--- src/design/i2c_pkg.sv ---
package i2c_pkg;

    // bus field widths
    localparam int ADDR_W = 7;
    localparam int DATA_W = 8;

    // each bus slot is split into quarter phases of one clock each
    localparam int QUARTERS = 4;
    localparam int PHASE_W = $clog2(QUARTERS);

    // slot kinds understood by the bit engine
    localparam int SLOT_W = 2;
    localparam logic [SLOT_W-1:0] SLOT_IDLE = 2'd0;
    localparam logic [SLOT_W-1:0] SLOT_START = 2'd1;
    localparam logic [SLOT_W-1:0] SLOT_BIT = 2'd2;
    localparam logic [SLOT_W-1:0] SLOT_STOP = 2'd3;

    // frame segments walked by the frame controller
    localparam int SEG_W = 3;
    localparam logic [SEG_W-1:0] SEG_IDLE = 3'd0;
    localparam logic [SEG_W-1:0] SEG_START = 3'd1;
    localparam logic [SEG_W-1:0] SEG_ADDR = 3'd2;
    localparam logic [SEG_W-1:0] SEG_ACK1 = 3'd3;
    localparam logic [SEG_W-1:0] SEG_WRITE = 3'd4;
    localparam logic [SEG_W-1:0] SEG_READ = 3'd5;
    localparam logic [SEG_W-1:0] SEG_ACK2 = 3'd6;
    localparam logic [SEG_W-1:0] SEG_STOP = 3'd7;

endpackage

--- src/design/i2c_slot_if.sv ---
`timescale 1ns/1ps

interface i2c_slot_if;

    // slot request from the frame controller, held for a whole slot
    logic [i2c_pkg::SLOT_W-1:0] slot_kind;
    // sda level for a bit slot, 1 means released
    logic tx_bit;
    // read data slot, engine samples sda
    logic sample_en;

    // last quarter of the running slot
    logic slot_end;
    // sampled sda, valid for one cycle in quarter 3
    logic rx_bit;
    logic rx_valid;

    modport ctrl (
        output slot_kind,
        output tx_bit,
        output sample_en,
        input  slot_end
    );

    modport engine (
        input  slot_kind,
        input  tx_bit,
        input  sample_en,
        output slot_end,
        output rx_bit,
        output rx_valid
    );

endinterface

--- src/design/i2c_frame_ctrl.sv ---
`timescale 1ns/1ps

module i2c_frame_ctrl (
    input  logic clk,
    input  logic reset_p,
    input  logic i_valid,
    input  logic i_rw,
    input  logic i_tx_msb,
    output logic o_busy,
    output logic o_load,
    output logic o_shift_tx,
    output logic o_rx_done,
    i2c_slot_if.ctrl slot_if
);

    logic [i2c_pkg::SEG_W-1:0] r_seg;
    logic [$clog2(i2c_pkg::DATA_W)-1:0] r_bit_cnt;
    logic r_rw;
    logic last_bit;
    logic seg_tx;

    assign last_bit = int'(r_bit_cnt) == i2c_pkg::DATA_W - 1;
    assign seg_tx = (r_seg == i2c_pkg::SEG_ADDR) || (r_seg == i2c_pkg::SEG_WRITE);

    assign o_busy = r_seg != i2c_pkg::SEG_IDLE;
    assign o_load = (r_seg == i2c_pkg::SEG_IDLE) && i_valid;
    assign o_shift_tx = slot_if.slot_end && seg_tx;
    // coincides with rx_valid of the eighth read bit
    assign o_rx_done = slot_if.slot_end && (r_seg == i2c_pkg::SEG_READ) && last_bit;

    always_comb begin
        case (r_seg)
            i2c_pkg::SEG_IDLE:  slot_if.slot_kind = i2c_pkg::SLOT_IDLE;
            i2c_pkg::SEG_START: slot_if.slot_kind = i2c_pkg::SLOT_START;
            i2c_pkg::SEG_STOP:  slot_if.slot_kind = i2c_pkg::SLOT_STOP;
            default:            slot_if.slot_kind = i2c_pkg::SLOT_BIT;
        endcase
    end

    // ack and read slots leave the line released
    assign slot_if.tx_bit = seg_tx ? i_tx_msb : 1'b1;
    assign slot_if.sample_en = r_seg == i2c_pkg::SEG_READ;

    always_ff @(posedge clk or posedge reset_p) begin
        if (reset_p) begin
            r_seg <= i2c_pkg::SEG_IDLE;
            r_bit_cnt <= '0;
            r_rw <= 1'b0;
        end else begin
            case (r_seg)
                i2c_pkg::SEG_IDLE: begin
                    if (i_valid) begin
                        r_seg <= i2c_pkg::SEG_START;
                        r_rw <= i_rw;
                    end
                end
                i2c_pkg::SEG_START: begin
                    if (slot_if.slot_end) begin
                        r_seg <= i2c_pkg::SEG_ADDR;
                        r_bit_cnt <= '0;
                    end
                end
                i2c_pkg::SEG_ADDR: begin
                    // seven address bits followed by the rw bit
                    if (slot_if.slot_end) begin
                        r_bit_cnt <= r_bit_cnt + 1'b1;
                        if (last_bit) begin
                            r_seg <= i2c_pkg::SEG_ACK1;
                        end
                    end
                end
                i2c_pkg::SEG_ACK1: begin
                    if (slot_if.slot_end) begin
                        r_seg <= r_rw ? i2c_pkg::SEG_READ : i2c_pkg::SEG_WRITE;
                    end
                end
                i2c_pkg::SEG_WRITE, i2c_pkg::SEG_READ: begin
                    // counter wraps back to zero after the last bit
                    if (slot_if.slot_end) begin
                        r_bit_cnt <= r_bit_cnt + 1'b1;
                        if (last_bit) begin
                            r_seg <= i2c_pkg::SEG_ACK2;
                        end
                    end
                end
                i2c_pkg::SEG_ACK2: begin
                    if (slot_if.slot_end) begin
                        r_seg <= i2c_pkg::SEG_STOP;
                    end
                end
                i2c_pkg::SEG_STOP: begin
                    if (slot_if.slot_end) begin
                        r_seg <= i2c_pkg::SEG_IDLE;
                    end
                end
                default: begin
                    r_seg <= i2c_pkg::SEG_IDLE;
                end
            endcase
        end
    end

endmodule

--- src/design/i2c_bit_engine.sv ---
`timescale 1ns/1ps

module i2c_bit_engine (
    input  logic clk,
    input  logic reset_p,
    input  logic i_sda,
    output logic o_scl,
    output logic o_sda_oe,
    i2c_slot_if.engine slot_if
);

    logic [i2c_pkg::PHASE_W-1:0] r_quarter;
    logic running;
    logic scl_mid;
    logic scl_next;
    logic oe_next;

    assign running = slot_if.slot_kind != i2c_pkg::SLOT_IDLE;
    assign slot_if.slot_end = running && (int'(r_quarter) == i2c_pkg::QUARTERS - 1);

    // scl is high in quarters 1 and 2 of a normal slot
    assign scl_mid = r_quarter[1] ^ r_quarter[0];

    always_comb begin
        case (slot_if.slot_kind)
            i2c_pkg::SLOT_START: begin
                scl_next = scl_mid;
                oe_next = r_quarter[1];
            end
            i2c_pkg::SLOT_BIT: begin
                scl_next = scl_mid;
                oe_next = ~slot_if.tx_bit;
            end
            i2c_pkg::SLOT_STOP: begin
                // scl stays high once raised, sda released in the second half
                scl_next = r_quarter != '0;
                oe_next = ~r_quarter[1];
            end
            default: begin
                scl_next = 1'b1;
                oe_next = 1'b0;
            end
        endcase
    end

    always_ff @(posedge clk or posedge reset_p) begin
        if (reset_p) begin
            r_quarter <= '0;
            o_scl <= 1'b1;
            o_sda_oe <= 1'b0;
            slot_if.rx_valid <= 1'b0;
        end else begin
            r_quarter <= running ? r_quarter + 1'b1 : '0;
            o_scl <= scl_next;
            o_sda_oe <= oe_next;
            slot_if.rx_valid <= slot_if.sample_en && (int'(r_quarter) == 2);
        end
    end

    // pin scl has been high for a cycle by the end of quarter 2
    always_ff @(posedge clk) begin
        if (slot_if.sample_en && (int'(r_quarter) == 2)) begin
            slot_if.rx_bit <= i_sda;
        end
    end

endmodule

--- src/design/i2c_byte_shifter.sv ---
`timescale 1ns/1ps

module i2c_byte_shifter (
    input  logic clk,
    input  logic reset_p,
    input  logic [i2c_pkg::ADDR_W-1:0] i_addr,
    input  logic [i2c_pkg::DATA_W-1:0] i_data,
    input  logic i_rw,
    input  logic i_load,
    input  logic i_shift_tx,
    input  logic i_rx_bit,
    input  logic i_rx_valid,
    input  logic i_rx_done,
    output logic o_tx_msb,
    output logic [i2c_pkg::DATA_W-1:0] o_receive
);

    localparam int TX_W = i2c_pkg::ADDR_W + 1 + i2c_pkg::DATA_W;

    // address+rw word on top of the data byte, so the data byte
    // reaches the msb right after the eighth address slot
    logic [TX_W-1:0] r_tx_shift;
    // first seven read bits, the eighth joins them on rx_done
    logic [i2c_pkg::DATA_W-2:0] r_rx_shift;

    assign o_tx_msb = r_tx_shift[TX_W-1];

    always_ff @(posedge clk) begin
        if (i_load) begin
            r_tx_shift <= {i_addr, i_rw, i_data};
        end else if (i_shift_tx) begin
            r_tx_shift <= {r_tx_shift[TX_W-2:0], 1'b1};
        end
    end

    always_ff @(posedge clk) begin
        if (i_rx_valid) begin
            r_rx_shift <= {r_rx_shift[i2c_pkg::DATA_W-3:0], i_rx_bit};
        end
    end

    always_ff @(posedge clk or posedge reset_p) begin
        if (reset_p) begin
            o_receive <= '0;
        end else if (i_rx_done) begin
            o_receive <= {r_rx_shift, i_rx_bit};
        end
    end

endmodule

--- src/design/i2c_master.sv ---
`timescale 1ns/1ps

module i2c_master (
    input  logic clk,
    input  logic reset_p,
    input  logic [i2c_pkg::ADDR_W-1:0] i_addr,
    input  logic [i2c_pkg::DATA_W-1:0] i_data,
    input  logic i_rw,
    input  logic i_valid,
    input  logic i_sda,
    output logic o_scl,
    output logic o_sda_oe,
    output logic o_busy,
    output logic [i2c_pkg::DATA_W-1:0] o_receive
);

    logic load;
    logic shift_tx;
    logic tx_msb;
    logic rx_done;

    i2c_slot_if slot ();

    i2c_frame_ctrl frame_ctrl_inst (
        .clk        (clk),
        .reset_p    (reset_p),
        .i_valid    (i_valid),
        .i_rw       (i_rw),
        .i_tx_msb   (tx_msb),
        .o_busy     (o_busy),
        .o_load     (load),
        .o_shift_tx (shift_tx),
        .o_rx_done  (rx_done),
        .slot_if    (slot.ctrl)
    );

    i2c_bit_engine bit_engine_inst (
        .clk      (clk),
        .reset_p  (reset_p),
        .i_sda    (i_sda),
        .o_scl    (o_scl),
        .o_sda_oe (o_sda_oe),
        .slot_if  (slot.engine)
    );

    // sampled bits go straight from the engine to the shifter
    i2c_byte_shifter byte_shifter_inst (
        .clk        (clk),
        .reset_p    (reset_p),
        .i_addr     (i_addr),
        .i_data     (i_data),
        .i_rw       (i_rw),
        .i_load     (load),
        .i_shift_tx (shift_tx),
        .i_rx_bit   (slot.rx_bit),
        .i_rx_valid (slot.rx_valid),
        .i_rx_done  (rx_done),
        .o_tx_msb   (tx_msb),
        .o_receive  (o_receive)
    );

endmodule

--- config.mk ---
export PLATFORM = sky130hd
export DESIGN_NAME = i2c_master
export DESIGN_NICKNAME = d
export VERILOG_FILES = /design/src/design/i2c_pkg.sv /design/src/design/i2c_slot_if.sv /design/src/design/i2c_frame_ctrl.sv /design/src/design/i2c_bit_engine.sv /design/src/design/i2c_byte_shifter.sv /design/src/design/i2c_master.sv
export SDC_FILE = /design/constraint.sdc
export NUM_CORES = 1
export LEC_CHECK = 0
export BUFFER_PORTS_ARGS = -buffer_cell sky130_fd_sc_hd__buf_2
export CAP_MARGIN = 10
export CORE_MARGIN = 2
export CORE_UTILIZATION = 38
export CTS_CLUSTER_SIZE = 28
export DETAILED_ROUTE_END_ITERATION = 8
export GPL_ROUTABILITY_DRIVEN = 1
export PLACE_DENSITY = 0.54
export RECOVER_POWER = 25
export SYNTH_ARGS = -nofsm -noshare
export SYNTH_HDL_FRONTEND = slang
export SYNTH_SLANG_ARGS = --single-unit
--- constraint.sdc ---
create_clock -name clk -period 6.15 [get_ports clk]
set_clock_uncertainty 0.2 [all_clocks]
set_input_delay 0.9225 -clock clk [delete_from_list [all_inputs] [get_ports clk]]
set_output_delay 0.9225 -clock clk [all_outputs]
set_load 0.05 [all_outputs]
==> results.sh <==
export IMPL_first_pass_iters=4
export IMPL_clk_latency_ns=0.29
export IMPL_antenna_cells=0
export IMPL_synth_top_area_share_pct=37.8
export IMPL_num_rows=25
export IMPL_die_area_um2=5600
export IMPL_outcome="finished, final reports clean"
export IMPL_r2r_slack_ns=3.73
export IMPL_antenna_found_initial=0
export IMPL_hold_depth=0
export IMPL_yosysWarnings=0
export IMPL_ys_types=35
export IMPL_synth_nets=151
export IMPL_cts_hold_buf=0
export IMPL_htreeDepth=2
export IMPL_crit_type="flop to output port"
export IMPL_vias_per_cell=4.85
export IMPL_grt_overflow_total=0
export IMPL_clockBufferDepth=2
export IMPL_avgSynthCellArea_um2=15.1
export IMPL_first_iter_violations=66
export IMPL_coreArea_um2=4790
export IMPL_worstRegToRegCells=2
export IMPL_io_buffers=30
export IMPL_cp_num_buf_inv=1
export IMPL_worst_r2r_endpoint="byte_shifter_inst.r_tx_shift[12]"
export IMPL_hold_class="flop to flop"
export IMPL_cts_resized_gates=0
export IMPL_slowest_stage="dfrtp_1"
export IMPL_wl_per_cell_um=13.5
export IMPL_critPathMaxFanout=16
export IMPL_synth_area_leaders="edfxtp_1 (38%), dfrtp_1 (25%), mux2_2 (11%), mux2_1 (3.5%), ha_1 (3.3%)"
export IMPL_start_util_pct=39.8
export IMPL_grt_pass1_wl_um=5080
export IMPL_worst_setup_hold_path_clk_slew_ns=0.08
export IMPL_finalSetupTns_ns=0
export IMPL_seq_area_frac_synth_pct=64.1
export IMPL_cap_viol_max_count=0
export IMPL_vdd_drop_max_mv=0.146
export IMPL_fmax_mhz=367
export IMPL_slew_limit_headroom_pct=30.7
export IMPL_holdPathEnd="byte_shifter_inst.r_rx_shift[5]"
export IMPL_worstMarginPinSlew_ns=1.04
export IMPL_critPathArrivalTime_ns=1.60
export IMPL_reg2reg_from="frame_ctrl_inst.r_seg[0]"
export IMPL_maxSlewViolCount=0
export IMPL_powerDensity_nw_per_um2=417
export IMPL_finalNetCount=182
export IMPL_drc=0
export IMPL_worstPathRequired_ns=5.03
export IMPL_cts_inserted_buffers=5
export IMPL_ys_ff_latch=44
export IMPL_die_y_um=74.8
export IMPL_startpoint_type="flop"
export IMPL_hold_viol_final=0
export IMPL_finalSetupViolations=0
export IMPL_cp_top_family="flip-flops"
export IMPL_grt_pass1_vias=1087
export IMPL_track_usage_pct=12.4
export IMPL_max_stage_delay_ns=0.57
export IMPL_grt_max_degree=21
export IMPL_synth_async_reset_ratio_pct=45.5
export IMPL_die_x_um=74.8
export IMPL_place_congestion=0.677
export IMPL_fin_crit_ns=2.73
export IMPL_cp_end_kind="output port"
export IMPL_hpwlAfterDp_um=2110
export IMPL_ant_nets=0
export IMPL_num_vias=1091
export IMPL_cts_root_buf="clkbuf_8"
export IMPL_cts_setup_buffers=0
export IMPL_ios=31
export IMPL_p_leak_uw=0.000950
export IMPL_netlist_instances=126
export IMPL_syn_cell_area_um2=1910
export IMPL_holdCritStartpoint="byte_shifter_inst.r_rx_shift[4]"
export IMPL_final_layout_size_suffix_gt1_share_pct=38.0
export IMPL_synth_edf_count=24
export IMPL_numClockSinks=44
export IMPL_synth_top_area_cell="edfxtp_1"
export IMPL_tritoncts="done"
export IMPL_synth_flop_cell="edfxtp_1"
export IMPL_crit_chain="or3_1 > buf_2"
export IMPL_p_total_uw=921
export IMPL_rsz0062_at_grt="no"
export IMPL_post_route_period_util_pct=44.3
export IMPL_finalWirelength_um=3040
export IMPL_area_growth_pct=16.1
-- cell type report --
cell class	instances	area, µm²
fill	445	2570
clock inverter	2	35.0
timing repair buffer	31	158
clock buffer	6	72.6
multi-input combinational	69	618
sequential	44	1220
tap	67	83.8
inverter	6	22.5
-- cell families after synthesis --
group | synth area share, %
compound gates | 5.91
fa+ha+maj | 3.81
simple gates | 7.62
xor+xnor | 0.919
buf+inv | 3.41
flops | 64.2
mux | 14.2
-- worst max path at each step --
| stage | slack, ns | startpoint | cells after the start | endpoint |
|---|---|---|---|---|
| floorplan | 3.82 | frame_ctrl_inst.r_seg[2] | 5 | byte_shifter_inst.r_tx_shift[0] |
| global placement | 3.40 | i_valid | 3 | byte_shifter_inst.r_tx_shift[3] |
| detailed placement | 3.34 | i_valid | 3 | byte_shifter_inst.r_tx_shift[12] |
| CTS | 3.42 | frame_ctrl_inst.r_seg[0] | 2 | o_busy |
| global route | 3.33 | frame_ctrl_inst.r_seg[0] | 2 | o_busy |
| finish | 3.42 | frame_ctrl_inst.r_seg[0] | 2 | o_busy |
-- synthesized netlist by cell type, drive strengths merged (2+ instances only) --
library cell  instances
ha                    5
dfrtp                19
mux2                 24
inv                   6
a21oi                 2
and2                  2
nor2                  4
nand2                 2
buf                   3
a31oi                 2
nand3                 2
a21o                  2
a22o                  3
and4b                 2
clkbuf                4
edfxtp               24
o21ai                 5
-- registers in the layout, summed over array words and instances (netlist names) --
signal	cells
bit_engine_inst.slot_if.rx_bit	1
bit_engine_inst.o_scl	1
bit_engine_inst.r_quarter	2
frame_ctrl_inst.r_rw	1
bit_engine_inst.slot_if.rx_valid	1
byte_shifter_inst.r_tx_shift	16
frame_ctrl_inst.r_bit_cnt	3
bit_engine_inst.o_sda_oe	1
frame_ctrl_inst.r_seg	3
byte_shifter_inst.r_rx_shift	7
byte_shifter_inst.o_receive	8
-- per-layer routing --
metal  global-route usage (%)  part of all wire [%]  up-vias
met5                        0                     0        -
met4                     5.36                   1.9        0
met3                     4.55                   6.7        7
met2                     20.1                    48       30
met1                     15.0                    44      529
li1                         -                     -      525
-- worst reg2reg max path, stage by stage, from the launching register on --
cell and delay (ns):
dfrtp_1 0.57, nor4b_4 0.99, mux2_2 0.42
-- per-stage QoR --
step | utilization, % | instance area, µm² | hold WS (ns) | setup WS (ns) | std cells
global route | 46.2 | 2210 | 0.273 | 3.33 | 225
finish | 46.2 | 2210 | 0.254 | 3.42 | 225
floorplan | - | 1910 | 0.222 | 3.82 | 126
global placement | 44.0 | 2100 | 0.231 | 3.40 | 217
CTS | 46.2 | 2210 | 0.259 | 3.42 | 225
detailed placement | 44.0 | 2100 | 0.236 | 3.34 | 217
-- placed cells by master (no fill, tap or decap), types with 2 or more instances in the layout --
cell      synthesis  routed
inv_1             6       6
and4b_1           2       2
a21oi_1           2       2
ha_1              5       5
o21ai_0           5       5
mux2_2           18      18
a31oi_1           2       2
edfxtp_1         24      24
dfrtp_1          19      19
nand2_1           2       2
mux2_1            6       6
buf_2             0      30
a21o_1            2       2
nor2_1            4       4
nand3_1           2       2
a22o_1            3       3
clkbuf_8          0       5
-- where the power goes --
group / switching, µW / leakage, µW / internal [µW]
registers: 72.4 / 0.000474 / 393
clock network: 90.4 / 0.0000552 / 120
logic: 132 / 0.000420 / 114
Power figures use the tool's default switching activity.
